`src/hdl/xge_settings.svh`:
```
// 10G packet path settings

`ifndef XGE_SETTINGS_SVH
`define XGE_SETTINGS_SVH

// Pad bytes in front of each client frame
`define XGE_PAD_BYTES 6

// Address width of the TX frame FIFO (512 beats)
`define XGE_TX_FIFO_AW 9

// Ingress label for the first pad byte
`define XGE_PORT_LABEL_DEFAULT 8'h00

`endif

```
`src/hdl/xge_pkg.sv`:
```
// Beat types for the 10G packet path

package xge_pkg;

  // Client tuser on RX output and TX input
  typedef struct packed {
    logic       err;
    logic [2:0] occ;
  } xge_rx_user_t;

  // Pad stripper to TX FIFO
  typedef struct packed {
    logic       sof;
    logic [2:0] occ;
  } xge_tx_user_t;

  typedef union packed {
    xge_rx_user_t rx_view;
    xge_tx_user_t tx_view;
  } xge_tuser_u;

  typedef struct packed {
    logic [63:0] tdata;
    xge_tuser_u  tuser;
    logic        tlast;
  } axis_beat_t;

  typedef struct packed {
    logic [63:0] data;
    logic [2:0]  mod;
    logic        sof;
    logic        eof;
    logic        err;
  } mac_beat_t;

  // Keeps the first nbytes bytes (byte 0 on top), zeroes the rest
  function automatic logic [63:0] xge_keep_bytes(input logic [63:0] data,
                                                 input logic [3:0]  nbytes);
    logic [63:0] mask;
    mask = ~({64{1'b1}} >> {nbytes, 3'b000});
    return data & mask;
  endfunction

endpackage

```
`src/hdl/xge_tx_pad_strip.sv`:
```
// TX pad removal

`timescale 1ns/100ps

`include "xge_settings.svh"

module xge_tx_pad_strip
  import xge_pkg::*;
(
  input  logic       xgmii_clk,
  input  logic       rst_n_i,
  input  axis_beat_t s_axis_i,
  input  logic       s_valid_i,
  output logic       s_ready_o,
  output axis_beat_t m_axis_o,
  output logic       m_valid_o,
  input  logic       m_ready_i
);

  localparam int PAD   = `XGE_PAD_BYTES;
  localparam int CARRY = 8 - PAD;

  // Bytes 6 and 7 of the previous input beat
  logic [CARRY*8-1:0] carry_q;
  // Waiting for the padded first beat of a frame
  logic               hdr_q;
  logic               sof_q;
  logic               tail_pend_q;
  logic [3:0]         tail_bytes_q;
  axis_beat_t         m_q;
  logic               m_valid_q;

  logic        accept;
  logic [2:0]  in_occ;
  logic [3:0]  n_bytes;
  logic [3:0]  end_bytes;
  logic        last_here;
  logic [63:0] body;
  axis_beat_t  body_beat;
  axis_beat_t  tail_beat;

  // Whole stage advances only when the FIFO takes a beat
  assign s_ready_o = m_ready_i && !tail_pend_q;
  assign accept    = s_valid_i && s_ready_o;
  assign m_axis_o  = m_q;
  assign m_valid_o = m_valid_q;

  always_comb begin
    // Bit 3 of the client tuser is not looked at
    in_occ    = s_axis_i.tuser.rx_view.occ;
    n_bytes   = (in_occ == 3'd0) ? 4'd8 : {1'b0, in_occ};
    end_bytes = n_bytes + 4'(CARRY);
    last_here = s_axis_i.tlast && (n_bytes <= 4'(PAD));
    body      = {carry_q, s_axis_i.tdata[63 -: PAD*8]};

    body_beat                   = '0;
    body_beat.tdata             = last_here ? xge_keep_bytes(body, end_bytes) : body;
    body_beat.tuser.tx_view.sof = sof_q;
    body_beat.tuser.tx_view.occ = last_here ? end_bytes[2:0] : 3'd0;
    body_beat.tlast             = last_here;

    tail_beat                   = '0;
    tail_beat.tdata             = xge_keep_bytes({carry_q, {PAD*8{1'b0}}}, tail_bytes_q);
    tail_beat.tuser.tx_view.occ = tail_bytes_q[2:0];
    tail_beat.tlast             = 1'b1;
  end

  always_ff @(posedge xgmii_clk) begin
    if (!rst_n_i) begin
      hdr_q       <= 1'b1;
      sof_q       <= 1'b0;
      tail_pend_q <= 1'b0;
      m_valid_q   <= 1'b0;
    end else if (m_ready_i) begin
      // First input beat only loads the carry
      m_valid_q <= tail_pend_q || (accept && !hdr_q);
      if (tail_pend_q) begin
        tail_pend_q <= 1'b0;
      end
      if (accept) begin
        hdr_q       <= s_axis_i.tlast;
        sof_q       <= hdr_q;
        tail_pend_q <= !hdr_q && s_axis_i.tlast && !last_here;
      end
    end
  end

  always_ff @(posedge xgmii_clk) begin
    if (accept) begin
      carry_q      <= s_axis_i.tdata[CARRY*8-1:0];
      tail_bytes_q <= n_bytes - 4'(PAD);
    end
    if (m_ready_i) begin
      m_q <= tail_pend_q ? tail_beat : body_beat;
    end
  end

endmodule

```
`config.mk`:
```
export PLATFORM = sky130hd
export DESIGN_NAME = xge_tx_pad_strip
export DESIGN_NICKNAME = d
export VERILOG_FILES = /design/src/hdl/xge_pkg.sv /design/src/hdl/xge_tx_pad_strip.sv
export VERILOG_INCLUDE_DIRS = /design/src /design/src/hdl
export SDC_FILE = /design/constraint.sdc
export NUM_CORES = 1
export LEC_CHECK = 0
export ABC_AREA = 1
export CELL_PAD_IN_SITES_DETAIL_PLACEMENT = 0
export CELL_PAD_IN_SITES_GLOBAL_PLACEMENT = 1
export CORE_ASPECT_RATIO = 0.9
export CORE_UTILIZATION = 48
export DETAILED_ROUTE_END_ITERATION = 8
export DONT_BUFFER_PORTS = 1
export GPL_TIMING_DRIVEN = 0
export PLACE_DENSITY = 0.82
export REMOVE_ABC_BUFFERS = 1
export SYNTH_ARGS = -nofsm -noshare
export SYNTH_HDL_FRONTEND = slang
export SYNTH_SLANG_ARGS = --single-unit
```
`constraint.sdc`:
```
create_clock -name xgmii_clk -period 1.8 [get_ports xgmii_clk]
set_input_delay 0 -clock xgmii_clk [delete_from_list [all_inputs] [get_ports xgmii_clk]]
set_output_delay 0 -clock xgmii_clk [all_outputs]
set_load 0.005 [all_outputs]
```
; Word-level counts from Yosys, hierarchy flattened
; Index checks and enable logic that the tools add are counted.
[word_totals]
regBits = 93
latchBits = 0
ram_bits = 0
romBits = 0
output_inout_bits = 71
elab_cells = 36
memories = 0
[op_classes]
addsub = 2
n_mul = 0
div_mod_pow = 0
order_cmp = 1
eq_ne = 0
shift = 2
mux = 5
n_bitwise = 4
reduce_logical = 12
[op_table]
columns = op, n
row1 = 64-bit bitwise AND, 2
row2 = 64-bit inverter, 2
row3 = "64-bit by 7-bit right shift with 64-bit output, first input constant", 2
row4 = 69-bit two-way mux, 1
row5 = 64-bit two-way mux, 1
row6 = 1-bit logical AND, 6
row7 = "4-bit by 2-bit adder with 4-bit output, second input constant", 1
row8 = "4-bit by 3-bit less-or-equal comparator with 1-bit output, second input constant", 1
row9 = 4-bit two-way mux, 1
row10 = "4-bit by 3-bit subtractor with 4-bit output, second input constant", 1
row11 = 1-bit logical NOT, 3
row12 = 3-bit logical NOT, 1
row13 = 3-bit two-way mux, 1
row14 = 2-bit AND reduction, 1
row15 = 1-bit logical OR, 1
row16 = 1-bit two-way mux, 1

; Longest topological paths before layout
; Gate-level depths: netlist (run 1).
[depth]
ltp_word = 8
depth_mapped = 7
ltp_nobuf = 7

; Least setup slack after synthesis (run 1)
; OpenSTA, ideal clock, no wires.
[synth_timing]
path_type = register to register
from = register tail_pend_q
to = register carry_q[0], enable pin
setup_time_ns = 0.375
arrival_time_ns = 1.058
slack_ns = 0.367
stages_incl_launch_ff = 4
n_path_buf = 0
path_cell_list = dfxtp_1 -> inv_1 -> nand3_1 -> inv_1
[synth_between]
elab_chain_len = 3
[synth_lines]
columns = element, line
row1 = start: declaration, xge_tx_pad_strip.sv:28  ; logic tail_pend_q;
row2 = start signal: assignment, xge_tx_pad_strip.sv:83  ; tail_pend_q <= !hdr_q && s_axis_i.tlast && !last_here;
row3 = 1-bit logical NOT, xge_tx_pad_strip.sv:43  ; assign s_ready_o = m_ready_i && !tail_pend_q;
row4 = 1-bit logical AND, xge_tx_pad_strip.sv:43
row5 = 1-bit logical AND, xge_tx_pad_strip.sv:44  ; assign accept = s_valid_i && s_ready_o;
row6 = net accept, xge_tx_pad_strip.sv:33  ; logic accept;
row7 = end signal: assignment, xge_tx_pad_strip.sv:90  ; carry_q <= s_axis_i.tdata[CARRY*8-1:0];
row8 = end: declaration, xge_tx_pad_strip.sv:24  ; logic [CARRY*8-1:0] carry_q;
; The timed path passes the listed nets, and every way through them passes these cells.
; A chain may end at the register's enable or synchronous reset.

; Worst setup path after layout (run 1)
[layout_timing]
from = register tail_pend_q
to = register tail_pend_q
[layout_between]
elab_chain_len = 4
[layout_lines]
columns = element, line
row1 = 1-bit logical NOT, xge_tx_pad_strip.sv:43
row2 = 1-bit logical AND, xge_tx_pad_strip.sv:43
row3 = 1-bit logical AND, xge_tx_pad_strip.sv:44
row4 = 1-bit two-way mux, xge_tx_pad_strip.sv:80  ; if (accept) begin
; Every way passes these cells.

==> flow_summary.yaml, run 1 <==
yosys:
  syn_area_sq_um: 3598
  synth_cell_type_count: 23
  synth_async_sr_flop_share_pct: 0
  ys_ff_latch: 93
  yosysSeqAreaShare_pct: 76.50
  synth_area_leaders: "edfxtp_1, inv_1, nor2_1, nand3_1, dfxtp_1"
  avgSynthCellArea_sq_um: 12.94
  ys_warn_count: 0
  synthCells: 278
  yosysTopAreaCell: "edfxtp_1"
  synth_ff_type: "edfxtp_1"
  yosysMostFrequentCell: "edfxtp_1"
  synth_edf_count: 89
  synth_top_area_share_pct: 74.27
  ys_top_cells_by_count: "edfxtp_1, inv_1, nor2_1"
finish:
  multi_input_area_sq_um: 594.3
  area_growth_syn_to_layout_pct: 29.00
  drive_above_1_share_pct: 7.609
  design_area_sq_um: 4642
  fillCellCount: 549
  diodes: 0
  nets: 437
  regArea_sq_um: 2756
power:
  combPwrFrac_pct: 7.7
  p_int_mw: 3.178
  p_per_area_nw_per_um2: 878.4
  ir_worst_vdd_mv: 0.5447
  p_switching_mw: 0.8996
  power_leakage_nw: 1.902
  switching_share_pct: 22.06
  seqPwrFrac_pct: 63.5
  power_mw: 4.077
  clkPwrFrac_pct: 28.8
placed_design:
  hpwl_um: 4342
  io_buffers: 0
  routabilityCongestion: 0.7180
  placed_cell_area_sq_um: 3684
clock_tree:
  clock-sinks: 93
  clk_pin_slew_worst_paths_ps: 80
  ctsLongestPathBuffers: 2
  htree_num_levels: 3
  cts_tree: "yes"
  cts_hold_buf: 73
  cts_root_buffer: "clkbuf_8"
  cts_made_buffers: 9
  insertion_delay_ps: 350
setup_path:
  path_common_cell: "nor2_1"
  criticalPathCategory: "reg2reg"
  cp_top_family: "buffers and inverters"
  path_cells: "clkinvlp_4, buf_4, nor2_1, dlygate4sd3_1, nor2_1, nor2_1"
  crit_path_end_kind: "flop"
  cp.arrival_ps: 1930
  start_kind: "flop"
  required_ps: 2080
  crit_fanout: 15
  crit_buf_inv: 3
  max_stage_delay_ps: 540
  slowest_stage: "dlygate4sd3_1"
global_routing:
  grt_pass1_vias: 2274
  globalRouteOverflowTotal: 0
  antenna_found_initial: 0
  grt_max_degree: 75
  grt_use_total_pct: 19.18
  grt_pass1_wl_um: 11120
route:
  first_pass_iters: 6
  wl_met3_um: 593
  routed_via_density: 4.928
  ant_nets: 0
  via_count: 2272
  top_layer_used: "met4"
  wl_per_cell_um: 15.78
  m1WireLength_um: 2754
  drt_iter0_drc: 110
  drc: 0
  wl_um: 7276
  met2_length_um: 3853
timing:
  worstMarginPinSlew_ps: 659.2
  setup_viol: 0
  hold_ws_ps: -235.9
  max_slew_margin_pct: 55.86
  slew_viol_final: 0
  hold_viol_final: 69
  skew_ps: 7.048
  max_clock_freq_mhz: 605.4
  finalCritPeriodShare_pct: 91.77
  grt_setup_unrepaired: "no"
  fin_crit_ps: 1652
floorplanning:
  die_h_um: 84.14
  initial_core_util_pct: 50.34
  core_sq_um: 7148
  die_x_um: 93.27
  rows: 29
  io_pins: 144
  dieArea_sq_um: 7847
outcome:
  violations: "hold timing"
  status: "finished with violations"
min_path:
  hold_class: "in2reg"
job:
  cap_violations: 0
[layer usage]
layer  global-route usage [%]  vias to the layer above
li1                         -                     1098
met5                        0                        -
met4                    5.874                        0
met1                    20.65                     1067
met3                    6.793                        8
met2                    35.09                       99
[registers in the layout (all words and copies together), names as in the netlist]
register and flops:
m_axis_o 69, tail_bytes_q 4, sof_q 1, carry_q 16, m_valid_o 1, tail_pend_q 1, hdr_q 1
[worst reg2reg max path: cells and delay by family (launching register included)]
| kind | cells | cell delay, ps |
|---|---|---|
| flip-flops | 1 | 450 |
| buffers and inverters | 3 | 950 |
| AND/OR/NAND/NOR | 3 | 180 |
[power by group through the flow]
stage	Sequential, mW	Clock [mW]	Combinational, mW
after global routing	2.60	1.28	0.354
after CTS	2.60	1.21	0.310
after floorplan	2.62	0	0.137
after global placement	2.64	0	0.166
after detailed placement	2.65	0	0.177
final	2.59	1.17	0.314
[cell usage in the layout (no fill, tap or decap), drive strengths merged]
cell,count
edfxtp,89
dlygate4sd3,73
inv,58
nor2,50
nand3,25
nand2,14
o21ai,13
clkbuf,9
a21boi,8
clkinvlp,6
buf,5
clkinv,4
dfxtp,4
nand4,3
nor3,2
o211ai,2
a21oi,1
a211oi,1
ha,1
[cell type report]
cell class | count | share of cell area, %
sequential | 93 | 59.38
multi-input combinational | 120 | 12.80
timing repair inverter | 1 | 0.1617
timing repair buffer | 78 | 16.55
tap | 93 | 2.507
clock buffer | 9 | 2.668
inverter | 60 | 5.013
clock inverter | 7 | 0.9164
[what timing repair did]
action	CTS	global route
setup buffers	0	5
endpoints found under the hold margin	145	69
gates cloned	1	0
pin swaps	0	0
resized for setup	3	3
endpoints found under the setup margin	43	41
[cell families after synthesis]
logic type	share of synthesized area, %
buffers and inverters	7.128
AND/OR/NAND/NOR	11.58
AO/OA/AOI/OAI	4.450
adder cells (fa/ha/maj)	0.3476
flip-flops	76.50
[metrics by stage]
step	setup WS, ps	utilization (%)	setup TNS [ps]	std cells
after floorplan	78.98	-	0	273
final	148.1	64.94	0	461
after CTS	6.022	64.26	0	456
after global routing	48.38	64.94	0	461
after detailed placement	-282.0	51.53	-7975	366
after global placement	-295.1	51.53	-8591	366
[path summary, 6_finish.rpt]
path / start / endpoint / slack [ps] / cells past startpoint
hold reg to reg: sof_q / sof_q / 480 / 2
setup / recovery: tail_pend_q / tail_pend_q / 150 / 6
hold / removal: m_ready_i / m_axis_o[22] / -240 / 0
setup reg to reg: tail_pend_q / tail_pend_q / 150 / 6
Power figures use the tool's default switching activity.
==> run 2: changes to the inputs <==
ABC_AREA = not set   (was 1)
CORE_MARGIN = 3   (was not set)
CORE_UTILIZATION = 50   (was 48)
==> run 2 against run 1 <==
- the run still ends with hold timing left
- highest routed layer unchanged
- register-to-register slack got worse by 50 ps
- sequential cell count unchanged
- synthesized area up 1.5%
- first-iteration DRC count fell by 30%
- core utilization up 3.1 points
- clock skew rose by 5.0 ps
==> flow_summary.yaml, run 2 <==
setup_path:
  required_ps: 2070
  path_cells: "nor4bb_2, dlygate4sd3_1, nand4_1, o21ai_0"
  crit_fanout: 18
  max_stage_delay_ps: 630
  cp.arrival_ps: 1970
  crit_buf_inv: 1
  cp_top_family: "buffers and inverters"
  crit_path_end_kind: "flop"
  criticalPathCategory: "reg2reg"
  slowest_stage: "dlygate4sd3_1"
  start_kind: "flop"
yosys:
  synth_area_leaders: "edfxtp_1, and2_1, nor3b_2, dfxtp_1, nor3b_1"
  ys_ff_latch: 93
  yosysSeqAreaShare_pct: 75.37
  synth_ff_type: "edfxtp_1"
  synth_cell_type_count: 38
  yosysTopAreaCell: "edfxtp_1"
  synth_edf_count: 89
  ys_top_cells_by_count: "edfxtp_1, and2_1, nor3b_1"
  syn_area_sq_um: 3652
  ys_warn_count: 0
  synth_top_area_share_pct: 73.18
  yosysMostFrequentCell: "edfxtp_1"
  synth_async_sr_flop_share_pct: 0
  avgSynthCellArea_sq_um: 17.07
  synthCells: 214
timing:
  max_slew_margin_pct: 66.95
  skew_ps: 12.04
  hold_ws_ps: -248.8
  setup_tns_ps: 0
  max_clock_freq_mhz: 588.9
  grt_setup_unrepaired: "no"
  slew_viol_final: 0
  worstMarginPinSlew_ps: 495.8
  hold_viol_final: 71
  worst_slack_ps: 102.0
  fin_crit_ps: 1698
  finalCritPeriodShare_pct: 94.33
  setup_viol: 0
floorplanning:
  initial_core_util_pct: 53.46
  io_pins: 144
  core_sq_um: 6832
  dieArea_sq_um: 8368
  rows: 28
  die_h_um: 87.08
  die_x_um: 96.09
route:
  drc: 0
  drt_iter0_drc: 77
  via_count: 2062
  wl_per_cell_um: 19.42
  first_pass_iters: 4
  wl_um: 7459
  ant_nets: 0
  routed_via_density: 5.370
outcome:
  violations: "hold timing"
  status: "finished with violations"
placed_design:
  routabilityCongestion: 0.6874
  hpwl_um: 4243
  io_buffers: 0
  place_ws_ps: -601.4
  place_inst: 297
finish:
  layout_commonest_cell: "edfxtp_1"
  drive_above_1_share_pct: 13.27
  area_growth_syn_to_layout_pct: 27.24
  final_core_util_pct: 68.02
  mostFrequentLayoutCells: "edfxtp_1, dlygate4sd3_1, and2_1"
  fin_cells: 384
  largest_reg_flops: 69
  nets: 363
  diodes: 0
global_routing:
  grt_max_degree: 77
  grt_busiest_layer: "met2"
  antenna_found_initial: 0
  met1_usage_pct: 19.90
  grt_pass1_vias: 2052
  use_met2_pct: 31.10
  grt_pass1_wl_um: 10920
  grt_use_total_pct: 17.67
  met3_usage_pct: 6.655
  globalRouteOverflowTotal: 0
clock_tree:
  cts_root_buffer: "clkbuf_8"
  htree_num_levels: 3
  cts_tree: "yes"
  cts_hold_buf: 70
  clock-sinks: 93
  clk_pin_slew_worst_paths_ps: 90
  cts_made_buffers: 9
  insertion_delay_ps: 350
  ctsLongestPathBuffers: 2
job:
  cap_violations: 0
min_path:
  hold_class: "in2reg"
power:
  ir_worst_vdd_mv: 0.6809
  p_per_area_nw_per_um2: 899.2
  power_leakage_nw: 1.619
run 2: path summary, 6_finish.rpt:
path | startpoint | end | slack, ps | cells past startpoint
max | tail_pend_q | tail_pend_q | 100 | 4
min | m_ready_i | m_valid_o | -250 | 1
max reg2reg | tail_pend_q | tail_pend_q | 100 | 4
min reg2reg | hdr_q | hdr_q | 520 | 2
run 2: timing repair:
action | CTS | global route
hold endpoints to repair | 144 | 71
gates resized for setup | 3 | 1
buffers inserted | 0 | 1
setup endpoints to repair | 75 | 2
run 2: power breakdown:
part | switching, mW | internal, mW | leakage (nW)
Combinational | 0.108 | 0.186 | 0.617
Clock | 0.762 | 0.537 | 0.0918
Sequential | 0.0637 | 2.52 | 0.910
Total | 0.934 | 3.24 | 1.62
run 2: layout make-up:
type	count	area (sq um)
timing repair buffer	71	715.7
clock buffer	9	123.9
tap	90	112.6
sequential	93	2756
clock inverter	7	66.31
inverter	4	15.01
fill	468	2185
multi-input combinational	110	857.1
run 2: cell families after synthesis:
logic type	count (synthesis)	share of synthesized area [%]
mux	1	0.2741
compound gates	17	4.317
flops	93	75.37
simple gates	91	18.33
buf+inv	11	1.370
fa+ha+maj	1	0.3425
run 2: through the flow:
step | instance area (sq um) | power, mW
2_1_floorplan | 3617 | 2.752
3_3_place_gp | 3730 | 2.796
3_5_place_dp | 3730 | 2.806
4_1_cts | 4626 | 4.219
5_1_grt | 4647 | 4.357
6_report | 4647 | 4.179
run 2: routing by layer:
metal	up-vias	wire [um]
li1	947	-
met1	1016	2722
met2	89	4065
met3	10	599
met4	0	71
met5	-	0
