## config.mk

```make
export PLATFORM = sky130hd
export DESIGN_NAME = xge_rx_pad_insert
export DESIGN_NICKNAME = d
export VERILOG_FILES = /design/src/hdl/xge_pkg.sv /design/src/hdl/xge_rx_pad_insert.sv
export VERILOG_INCLUDE_DIRS = /design/src /design/src/hdl
export SDC_FILE = /design/constraint.sdc
export NUM_CORES = 1
export LEC_CHECK = 0
export ABC_AREA = 1
export BUFFER_PORTS_ARGS = -buffer_cell sky130_fd_sc_hd__buf_2
export CORE_ASPECT_RATIO = 0.6
export CORE_MARGIN = 3
export CORE_UTILIZATION = 40
export CTS_CLUSTER_SIZE = 24
export DETAILED_ROUTE_END_ITERATION = 8
export PLACE_DENSITY_LB_ADDON = 0.3
export SETUP_SLACK_MARGIN = 0.15
export SLEW_MARGIN = 40
export SYNTH_ARGS = -nofsm -noshare
export SYNTH_HDL_FRONTEND = slang
export SYNTH_SLANG_ARGS = --single-unit
export TNS_END_PERCENT = 1
```

## constraint.sdc

```tcl
create_clock -name xgmii_clk -period 8.4 [get_ports xgmii_clk]
set_input_delay 0.42 -clock xgmii_clk [delete_from_list [all_inputs] [get_ports xgmii_clk]]
set_output_delay 0.42 -clock xgmii_clk [all_outputs]
set_load 0.02 [all_outputs]
```

## src/hdl/xge_settings.svh

```systemverilog
// 10G packet path settings

`ifndef XGE_SETTINGS_SVH
`define XGE_SETTINGS_SVH

// Pad bytes in front of each client frame
`define XGE_PAD_BYTES 6

// Address width of the TX frame FIFO (512 beats)
`define XGE_TX_FIFO_AW 9

// Ingress label for the first pad byte
`define XGE_PORT_LABEL_DEFAULT 8'h00

`endif

```

## src/hdl/xge_pkg.sv

```systemverilog
// Beat types for the 10G packet path

package xge_pkg;

  // Client tuser on RX output and TX input
  typedef struct packed {
    logic       err;
    logic [2:0] occ;
  } xge_rx_user_t;

  // Pad stripper to TX FIFO
  typedef struct packed {
    logic       sof;
    logic [2:0] occ;
  } xge_tx_user_t;

  typedef union packed {
    xge_rx_user_t rx_view;
    xge_tx_user_t tx_view;
  } xge_tuser_u;

  typedef struct packed {
    logic [63:0] tdata;
    xge_tuser_u  tuser;
    logic        tlast;
  } axis_beat_t;

  typedef struct packed {
    logic [63:0] data;
    logic [2:0]  mod;
    logic        sof;
    logic        eof;
    logic        err;
  } mac_beat_t;

  // Keeps the first nbytes bytes (byte 0 on top), zeroes the rest
  function automatic logic [63:0] xge_keep_bytes(input logic [63:0] data,
                                                 input logic [3:0]  nbytes);
    logic [63:0] mask;
    mask = ~({64{1'b1}} >> {nbytes, 3'b000});
    return data & mask;
  endfunction

endpackage

```

## src/hdl/xge_rx_pad_insert.sv

```systemverilog
// RX pad insertion and output buffer

`timescale 1ns/100ps

`include "xge_settings.svh"

module xge_rx_pad_insert
  import xge_pkg::*;
#(
  parameter logic [7:0] PORT_LABEL = `XGE_PORT_LABEL_DEFAULT
) (
  input  logic       xgmii_clk,
  input  logic       rst_n_i,
  input  mac_beat_t  mac_i,
  input  logic       val_i,
  output axis_beat_t axis_o,
  output logic       valid_o,
  input  logic       ready_i,
  output logic       room_o
);

  localparam int PAD   = `XGE_PAD_BYTES;
  localparam int CARRY = 8 - PAD;

  // Trailing bytes of the previous MAC beat
  logic [PAD*8-1:0] carry_q;
  logic             in_frame_q;
  logic             tail_pend_q;
  logic [3:0]       tail_bytes_q;
  logic             tail_err_q;

  axis_beat_t buf_q [2];
  logic [1:0] count_q;
  logic       wr_ptr_q;
  logic       rd_ptr_q;

  logic [3:0]       n_bytes;
  logic [3:0]       end_bytes;
  logic             last_here;
  logic [PAD*8-1:0] hdr;
  logic [63:0]      body;
  axis_beat_t       main_beat;
  axis_beat_t       tail_beat;
  axis_beat_t       wr_beat;
  logic             tail_push;
  logic             push;
  logic             pop;

  //////////////////////////////
  // Beat forming
  //////////////////////////////

  always_comb begin
    n_bytes   = (mac_i.mod == 3'd0) ? 4'd8 : {1'b0, mac_i.mod};
    end_bytes = n_bytes + 4'(PAD);
    last_here = mac_i.eof && (n_bytes <= 4'(CARRY));
    // Label plus zero pad takes the carry's place on the first beat
    hdr  = in_frame_q ? carry_q : {PORT_LABEL, {(PAD-1)*8{1'b0}}};
    body = {hdr, mac_i.data[63 -: CARRY*8]};

    main_beat                   = '0;
    main_beat.tdata             = last_here ? xge_keep_bytes(body, end_bytes) : body;
    main_beat.tuser.rx_view.err = last_here && mac_i.err;
    main_beat.tuser.rx_view.occ = last_here ? end_bytes[2:0] : 3'd0;
    main_beat.tlast             = last_here;

    // Spill beat from the last carry
    tail_beat                   = '0;
    tail_beat.tdata             = xge_keep_bytes({carry_q, {CARRY*8{1'b0}}}, tail_bytes_q);
    tail_beat.tuser.rx_view.err = tail_err_q;
    tail_beat.tuser.rx_view.occ = tail_bytes_q[2:0];
    tail_beat.tlast             = 1'b1;
  end

  //////////////////////////////
  // Two entry output buffer
  //////////////////////////////

  assign pop       = valid_o && ready_i;
  assign tail_push = tail_pend_q && !val_i && (count_q != 2'd2);
  assign push      = val_i || tail_push;
  assign wr_beat   = val_i ? main_beat : tail_beat;
  assign valid_o   = (count_q != 2'd0);
  assign axis_o    = buf_q[rd_ptr_q];
  assign room_o    = (count_q == 2'd0) && !tail_pend_q;

  always_ff @(posedge xgmii_clk) begin
    if (!rst_n_i) begin
      in_frame_q  <= 1'b0;
      tail_pend_q <= 1'b0;
      count_q     <= 2'd0;
      wr_ptr_q    <= 1'b0;
      rd_ptr_q    <= 1'b0;
    end else begin
      if (val_i) begin
        in_frame_q <= !mac_i.eof;
      end
      if (val_i && mac_i.eof && !last_here) begin
        tail_pend_q <= 1'b1;
      end else if (tail_push) begin
        tail_pend_q <= 1'b0;
      end
      if (push) begin
        wr_ptr_q <= !wr_ptr_q;
      end
      if (pop) begin
        rd_ptr_q <= !rd_ptr_q;
      end
      count_q <= count_q + {1'b0, push} - {1'b0, pop};
    end
  end

  always_ff @(posedge xgmii_clk) begin
    if (val_i) begin
      carry_q      <= mac_i.data[PAD*8-1:0];
      tail_bytes_q <= n_bytes - 4'(CARRY);
      tail_err_q   <= mac_i.err;
    end
    if (push) begin
      buf_q[wr_ptr_q] <= wr_beat;
    end
  end

  // Reader only asks for a beat while this buffer is empty
  a_no_write_when_full: assert property (@(posedge xgmii_clk) disable iff (!rst_n_i)
    val_i |-> (count_q != 2'd2));

endmodule

```

After elaboration in Yosys (flattened, before gate mapping)

Memories as Yosys holds them, arrays and structs flattened. A register that Yosys moved wholly into a read port is not among the register bits.
Index checks and enable logic that the tools add are counted.

Flip-flop bits (word level): 59
RAM bits: 138
Input bits: 74
Word-level logic and storage cells: 51
Memories kept: 1

Add/sub/neg operators: 4
Magnitude comparators: 1
Eq/ne operators: 1
Shift operators: 2
Muxes and demuxes: 11
Bitwise gates (word level): 4
Reductions and logical operators: 19

Memory list:

| name  | depth | width | rd ports | clocked after memory_dff | write ports | RTL line                | text |
|---|---|---|---|---|---|---|---|
| buf_q | 2     | 69    | 1        | 1                        | 1           | xge_rx_pad_insert.sv:32 | `axis_beat_t buf_q [2];` |

Operators with widths:

| kind                                                           | number |
|---|---|
| AND 64 bit                                                     | 2 |
| inverter 64 bit                                                | 2 |
| >> shifter 64 x 7 -> 64 bit, first input constant              | 2 |
| 2-to-1 mux 69 bit                                              | 1 |
| 2-to-1 mux 64 bit                                              | 1 |
| 2-to-1 mux 48 bit                                              | 1 |
| logical AND 1 bit                                              | 8 |
| logical NOT 1 bit                                              | 6 |
| 2-to-1 mux 1 bit                                               | 6 |
| adder 4 x 3 -> 4 bit, second input constant                    | 1 |
| less-or-equal comparator 4 x 2 -> 1 bit, second input constant | 1 |
| 2-to-1 mux 4 bit                                               | 1 |
| nonzero test 2 bit                                             | 2 |
| subtractor 4 x 2 -> 4 bit, second input constant               | 1 |
| logical NOT 3 bit                                              | 1 |
| 2-to-1 mux 3 bit                                               | 1 |
| adder 2 x 1 -> 2 bit                                           | 1 |
| logical NOT 2 bit                                              | 1 |
| != test 2 bit, second input constant                           | 1 |
| subtractor 2 x 1 -> 2 bit                                      | 1 |
| logical OR 1 bit                                               | 1 |

Logic depth before layout (Yosys ltp)

Gate-level depths: netlist of the first run.

Depth after elaboration: 8
Depth in mapped cells: 9
Gate-level depth less buffers: 9

Worst setup path before layout of the first run

Ideal clock, no wire load.

Kind: input to register
Start: input val_i
End: memory buf_q[1][0] (netlist name), enable pin
Setup time: 0.498 ns
Arrival time: 3.551 ns
Required time: 7.902 ns
Slack: 4.351 ns
Stages on the path: 3
Path buffers: 1
Path through: buf_6 > a21oi_1 > nor2_1

Word-level cells in the longest chain between the ends: 6

Ends and longest elaborated chain:

| what                                       | RTL line                 | text |
|---|---|---|
| from (decl)                                | xge_rx_pad_insert.sv:15  | `input logic val_i,` |
| logical NOT 1 bit                          | xge_rx_pad_insert.sv:80  | `assign tail_push = tail_pend_q && !val_i && (count_q != 2'd2);` |
| logical AND 1 bit (2 in series)            | xge_rx_pad_insert.sv:80  |  |
| logical OR 1 bit (*)                       | xge_rx_pad_insert.sv:81  | `assign push = val_i \|\| tail_push;` |
| 2-to-1 mux 1 bit (*)                       | xge_rx_pad_insert.sv:119 | `if (push) begin` |
| 2-to-1 mux 1 bit (implied by the code) (*) | xge_rx_pad_insert.sv:120 | `buf_q[wr_ptr_q] <= wr_beat;` |
| to (decl)                                  | xge_rx_pad_insert.sv:32  |  |

Mark *: on every way between the ends. The rest lies on a longest branch, timed or not.

==> out/results.tsv, run 1 <==
stage	metric	value	unit
layout	drive_above_1_share	39.6	%
grt	grt_overflow	0	
job	maxCapViolCount	0	
grt	track_usage	14.6	%
placed_design	placement.cell_area	0.00874	mm²
layout	nets	721	
timing	finalCriticalPeriod	2.38	ns
timing	final_hold_viol_count	0	
cts	clockBufferDepth	2	
placed_design	place_ws	5.59	ns
critical_path	end_kind	output pin	
critical_path	timing.rr.end	buf_q[0][7]$_DFFE_PP_	
logic_synthesis	yosysTopAreaCellShare	73.9	%
routing	final_antenna_net_count	0	
logic_synthesis	yosys-top-cells-area	edfxtp_1, mux2_2, inv_1	
grt	antenna_found_initial	2	
cts	cts_tree	yes	
critical_path	cp-start-kind	flip-flop	
cts	clkLatencyLatePin	0.43	ns
logic_synthesis	yosys.area.top_type	edfxtp_1	
cts	hold_buffers	0	
layout	area_growth	20.1	%
critical_path	critical_path_class	reg2out	
logic_synthesis	yosysMostFrequentCell	edfxtp_1	
cts	h-tree-depth	4	
grt	grt_start_max_net_pins	53	
die	rows	38	
logic_synthesis	avgSynthCellArea	15.7	µm²
die	die_x	186	µm
routing	drt_iter0_drc	297	
die	ioPinCount	145	
timing	period_share	28.4	%
logic_synthesis	synthTopCellsByCount	edfxtp_1, mux2_2, inv_1, nor2_1, nand2_1	
cts	cts-root-buf	clkbuf_16	
placed_design	place.port_buffers	143	
die	fp.dieH	114	µm
routing	vias	4252	
cts	numCtsBuffers	17	
die	die_area	0.0212	mm²
critical_path	reg2regPathDepth	6	
logic_synthesis	syn_inst	493	
timing	setup-violations-final	0	
timing	max_freq	420	MHz
logic_synthesis	yosys_warnings	0	
routing	drc	0	
timing	slew_headroom	50.4	%
placed_design	place_hpwl	9770	µm
layout	final_area	0.00932	mm²
logic_synthesis	async_reset_ff_share	0	%
routing	finalWirelength	14900	µm
timing	worst_pin_slew	0.744	ns
run_status	status	finished, final reports clean	
die	start_util	41.8	%
timing	rsz0062_at_grt	no	
routing	wl_per_cell	16.7	µm
logic_synthesis	synth_nets	571	
logic_synthesis	yosysSeqAreaShare	75.8	%
placed_design	gp_congestion	0.717	
critical_path	crit_required	7.98	ns
critical_path	crit_path_end	axis_o[45]	
timing	worst_slack	6.02	ns
critical_path	cp.arrival	1.96	ns
worst_hold_path	min_from	mac_i[32]	
logic_synthesis	ys_ff_latch	198	
critical_path	r2r_slack	6.07	ns
logic_synthesis	syn-cell-area	0.00776	mm²
timing	fin_tns_setup	0	ns
timing	skew	0.00828	ns
critical_path	crit_path_max_fanout	37	
routing	dr.pass1.iters	4	
power_and_ir_drop	vdd_ir_drop_max	0.126	mV
power_and_ir_drop	cellPowerDensity	275	mW/mm²
routing	post_drt_via_cell_ratio	4.74	
cts	clkTransAtPathRegs	0.07	ns
cts	cts_sinks	198	
cts	post_cts_buffers	0	
timing	drv_slew	0	
logic_synthesis	synth_edf_count	191	
logic_synthesis	synth-main-ff-cell	edfxtp_1	
worst_hold_path	holdCritPathClass	in2reg	
grt	grt_pass1_vias	4423	
cts	cts_resized	0	
logic_synthesis	ys_types	30	
critical_path	r2r_start	count_q[0]$_SDFF_PN0_	
die	coreArea	0.0185	mm²
power_and_ir_drop	p_leak	3.79	nW
grt	grt_pass1_wl	23100	µm
==> worst max-delay path: stages, from the launching register on <==
cell and delay, ns:
dfxtp_4 0.65, buf_12 0.30, mux2_2 0.39, buf_2 0.17
==> sequential cells by signal, summed over array words and instances (netlist names), named ones only <==
signal and cells:
tail_pend_q 1, rd_ptr_q 1, buf_q 138, count_q 2
carry_q 48, tail_err_q 1, tail_bytes_q 4, in_frame_q 1
wr_ptr_q 1
==> report_power, final <==
part           leakage [nW]  total, mW  internal [mW]  switching, mW
clock                 0.277      0.801          0.440          0.360
sequential             1.91       1.24           1.20         0.0451
combinational          1.60      0.516          0.204          0.312
==> logic make-up (layout without fill, tap and decap cells) <==
kind of cell | after synthesis | in the layout | share of synthesized area (%)
AOI/OAI and AO/OA | 19 | 19 | 1.63
xor gates and xnor gates | 1 | 1 | 0.113
adders and majority gates | 4 | 4 | 0.645
buffers and inverters | 75 | 238 | 4.48
DFF | 198 | 198 | 75.8
muxes | 69 | 69 | 10.0
other | 0 | 1 | 0
and+or+nand+nor | 127 | 127 | 7.36
==> metal layers <==
layer	track usage [%]	up-vias	wire, µm
met4	4.02	2	155
met2	23.3	137	6870
met5	0	-	8
met3	4.33	14	984
met1	19.8	2049	6930
li1	-	2050	-
==> stage by stage <==
stage	total power, mW	hold WS [ns]	util, %	instances
final	2.56	0.162	50.2	897
after global routing	2.67	0.142	50.2	897
after floorplan	1.61	0.425	-	493
after CTS	2.59	0.142	50.2	896
after global placement	1.77	0.426	46.9	862
after detailed placement	1.79	0.446	47.1	864
==> cells in the final DEF, fill, tap and decap left out, types with 3 or more instances in the layout <==
cell	synthesis	final
nand2_4	3	3
nand3_1	28	28
nand2_1	39	39
inv_6	0	4
ha_1	4	4
nor2_4	1	3
clkbuf_16	0	17
dfxtp_1	7	6
mux2_2	67	67
clkinv_1	0	4
inv_1	55	55
buf_2	9	142
buf_4	0	4
nor2_1	50	48
edfxtp_1	191	191
a21oi_1	6	6
o21ai_0	7	7
==> final cells by class <==
| cell class | instances | area, µm² |
|---|---|---|
| timing repair buffer | 148 | 788 |
| fill | 1610 | 9230 |
| tap | 240 | 300 |
| clock inverter | 15 | 150 |
| antenna | 1 | 2.50 |
| clock buffer | 17 | 425 |
| sequential | 198 | 5880 |
| multi-input combinational | 220 | 1550 |
| inverter | 58 | 223 |
==> worst min path at each step <==
stage                                        to  cells after the start
after floorplan                       flip-flop                      1
after global placement                flip-flop                      1
after detailed placement              flip-flop                      1
after CTS                  carry_q[6]$_DFFE_PP_                      1
after global routing       carry_q[6]$_DFFE_PP_                      1
final                     carry_q[26]$_DFFE_PP_                      1
Note: power is estimated with default switching activity, not from simulation.
==> run 2, diff against run 1 <==
--- a/config.mk
+++ b/config.mk
@@ -6,7 +6,7 @@
 export SDC_FILE = /design/constraint.sdc
 export NUM_CORES = 1
 export LEC_CHECK = 0
-export ABC_AREA = 1
+export ABC_AREA = 0
 export BUFFER_PORTS_ARGS = -buffer_cell sky130_fd_sc_hd__buf_2
 export CORE_ASPECT_RATIO = 0.6
 export CORE_MARGIN = 3
==> constraint.sdc (replaced) <==
create_clock -name xgmii_clk -period 1.9 [get_ports xgmii_clk]
set_input_delay 0.095 -clock xgmii_clk [delete_from_list [all_inputs] [get_ports xgmii_clk]]
set_output_delay 0.095 -clock xgmii_clk [all_outputs]
set_load 0.02 [all_outputs]
==> run 2 against run 1 <==
Net effect:
- non-clock buffer count up 69
- worst setup slack worse by 5.8 ns
- sequential power grew to 4.4 times the previous value
- synthesized area shrank 2.3%
- combinational power grew to 5.3 times the previous value
- largest power group unchanged
==> out/results.tsv, run 2 <==
stage	metric	value	unit
routing	finalWirelength	15000	µm
timing	rsz0062_at_grt	yes	
die	die_x	184	µm
grt	grt_pass1_wl	23600	µm
placed_design	place.port_buffers	143	
logic_synthesis	yosys_warnings	0	
cts	h-tree-depth	4	
routing	wl_per_cell	16.9	µm
die	coreArea	0.0183	mm²
timing	final_hold_viol_count	0	
cts	cts_sinks	198	
placed_design	gp_congestion	0.734	
timing	worst_slack	0.193	ns
logic_synthesis	yosysTopAreaCellShare	75.7	%
timing	finalCriticalPeriod	1.71	ns
power_and_ir_drop	p_total	11.7	mW
routing	final_antenna_net_count	0	
grt	grt_pass1_vias	4433	
grt	track_usage	15.1	%
die	fp.dieH	113	µm
layout	top_regs	buf_q x138, carry_q x48, tail_bytes_q x4	
die	die_area	0.0207	mm²
die	start_util	41.4	%
layout	drive_above_1_share	40.4	%
layout	final_cell_mix	edfxtp_1, buf_2, mux2_2	
die	rows	38	
routing	dr.pass1.iters	4	
logic_synthesis	synth_edf_count	191	
worst_hold_path	hold-path-endpoint	buf_q[1][12]$_DFFE_PP_	
run_status	status	finished, final reports clean	
cts	numCtsBuffers	17	
logic_synthesis	ys_ff_latch	198	
critical_path	timing.rr.end	count_q[1]$_SDFF_PN0_	
die	ioPinCount	145	
critical_path	critical_path_class	in2reg	
grt	antenna_found_initial	0	
logic_synthesis	synth-main-ff-cell	edfxtp_1	
routing	vias	4184	
logic_synthesis	avgSynthCellArea	18.3	µm²
layout	area_growth	31.1	%
grt	grt_overflow	0	
layout	largest_reg_flops	138	
critical_path	crit_required	2.07	ns
layout	instances_no_fill	888	
routing	drc	0	
critical_path	cp-start-kind	input port	
worst_hold_path	holdCritPathClass	in2reg	
cts	clkLatencyLatePin	0.43	ns
timing	max_freq	586	MHz
critical_path	reg2regPathDepth	7	
timing	fin_tns_setup	0	ns
logic_synthesis	yosysMostFrequentCell	edfxtp_1	
logic_synthesis	yosys-top-cells-area	edfxtp_1, mux2_2, and2_1	
cts	clockBufferDepth	2	
timing	finalHoldWorstSlack	0.0213	ns
timing	slew_headroom	53.9	%
critical_path	end_kind	flip-flop	
routing	post_drt_via_cell_ratio	4.71	
critical_path	crit_path_max_fanout	9	
worst_hold_path	hold_depth	2	
logic_synthesis	ys_types	38	
job	maxCapViolCount	0	
cts	cts-root-buf	clkbuf_16	
layout	final_util	54.3	%
layout	mostFrequentLayoutCell	edfxtp_1	
cts	clkTransAtPathRegs	0.07	ns
timing	worst_pin_slew	0.691	ns
layout	regMostFlops	buf_q	
cts	cts_tree	yes	
placed_design	place_ws	0.315	ns
logic_synthesis	synthTopCellsByCount	edfxtp_1, mux2_2, and2_1, and3_1, inv_1	
logic_synthesis	yosysSeqAreaShare	77.6	%
critical_path	r2r_start	count_q[1]$_SDFF_PN0_	
timing	skew	0.00907	ns
power_and_ir_drop	cellPowerDensity	1180	mW/mm²
power_and_ir_drop	p_leak	3.79	nW
logic_synthesis	syn-cell-area	0.00758	mm²
logic_synthesis	synth_nets	491	
logic_synthesis	yosys.area.top_type	edfxtp_1	
layout	n_antenna_cell	0	
timing	period_share	89.8	%
timing	setup-violations-final	0	
critical_path	r2r_slack	0.36	ns
routing	drt_iter0_drc	223	
power_and_ir_drop	vdd_ir_drop_max	0.553	mV
grt	grt_start_max_net_pins	42	
worst_hold_path	min_from	mac_i[61]	
timing	drv_slew	0	
placed_design	placement.cell_area	0.00869	mm²
placed_design	place_hpwl	9690	µm
logic_synthesis	async_reset_ff_share	0	%
layout	final_area	0.00994	mm²
critical_path	cp.arrival	1.88	ns
layout	nets	713	
placed_design	dp.cells	790	
logic_synthesis	syn_inst	413	
run 2: area by class of cell:
class                      count  area, µm²
clock inverter                14        145
tap                          240        300
clock buffer                  18        429
fill                        1481       8370
sequential                   198       5880
timing repair buffer         217       1510
inverter                       9       33.8
multi-input combinational    192       1630
run 2: how the worst max path moves through the flow:
stage                                   to                   from  slack, ns  depth (start not counted)
floorplan            buf_q[1][0]$_DFFE_PP_  count_q[0]$_SDFF_PN0_      -0.09                          3
global route        buf_q[1][17]$_DFFE_PP_               mac_i[4]       0.14                          7
global placement     count_q[0]$_SDFF_PN0_  count_q[1]$_SDFF_PN0_       0.38                          6
CTS                             axis_o[58]              flip-flop       0.17                          3
finish              buf_q[0][15]$_DFFE_PP_               mac_i[4]       0.19                          7
detailed placement  buf_q[0][11]$_DFFE_PP_               mac_i[4]       0.32                          5
run 2: cells by family (layout without fill, tap and decap cells):
logic type	Yosys count	in the layout	share of synthesized area (%)
flops	198	198	77.6
simple gates	95	95	7.76
fa+ha+maj	4	4	0.661
buf+inv	23	258	1.42
xor+xnor	4	4	0.463
mux	70	70	10.4
compound gates	19	19	1.75
run 2: critical path, stage by stage:
cell and delay, ns:
dlygate4sd3_1 0.53, buf_2 0.20, inv_1 0.06, ha_1 0.33, a21oi_1 0.09, o31a_1 0.35, and2_1 0.22
run 2: routing by layer:
layer / share of wire [%] / wire length (µm) / GRT usage, %
met1: 46 / 6850 / 19.5
met2: 47 / 7000 / 24.4
met3: 7.2 / 1080 / 5.86
met4: 0.72 / 108 / 3.25
met5: 0 / 0 / 0
run 2: power breakdown:
part	leakage, nW	internal, mW	switching (mW)	total, mW
Combinational	1.60	1.19	1.57	2.75
Sequential	1.91	5.33	0.131	5.46
Clock	0.276	1.85	1.65	3.50
Total	3.79	8.36	3.35	11.7
run 2: repair_timing:
item                                    in CTS  in global routing
setup buffers                                0                  0
endpoints found under the hold margin       81                  0
hold buffers                                66                  0
endpoints found under the setup margin       0                 20
resized for setup                            0                  1
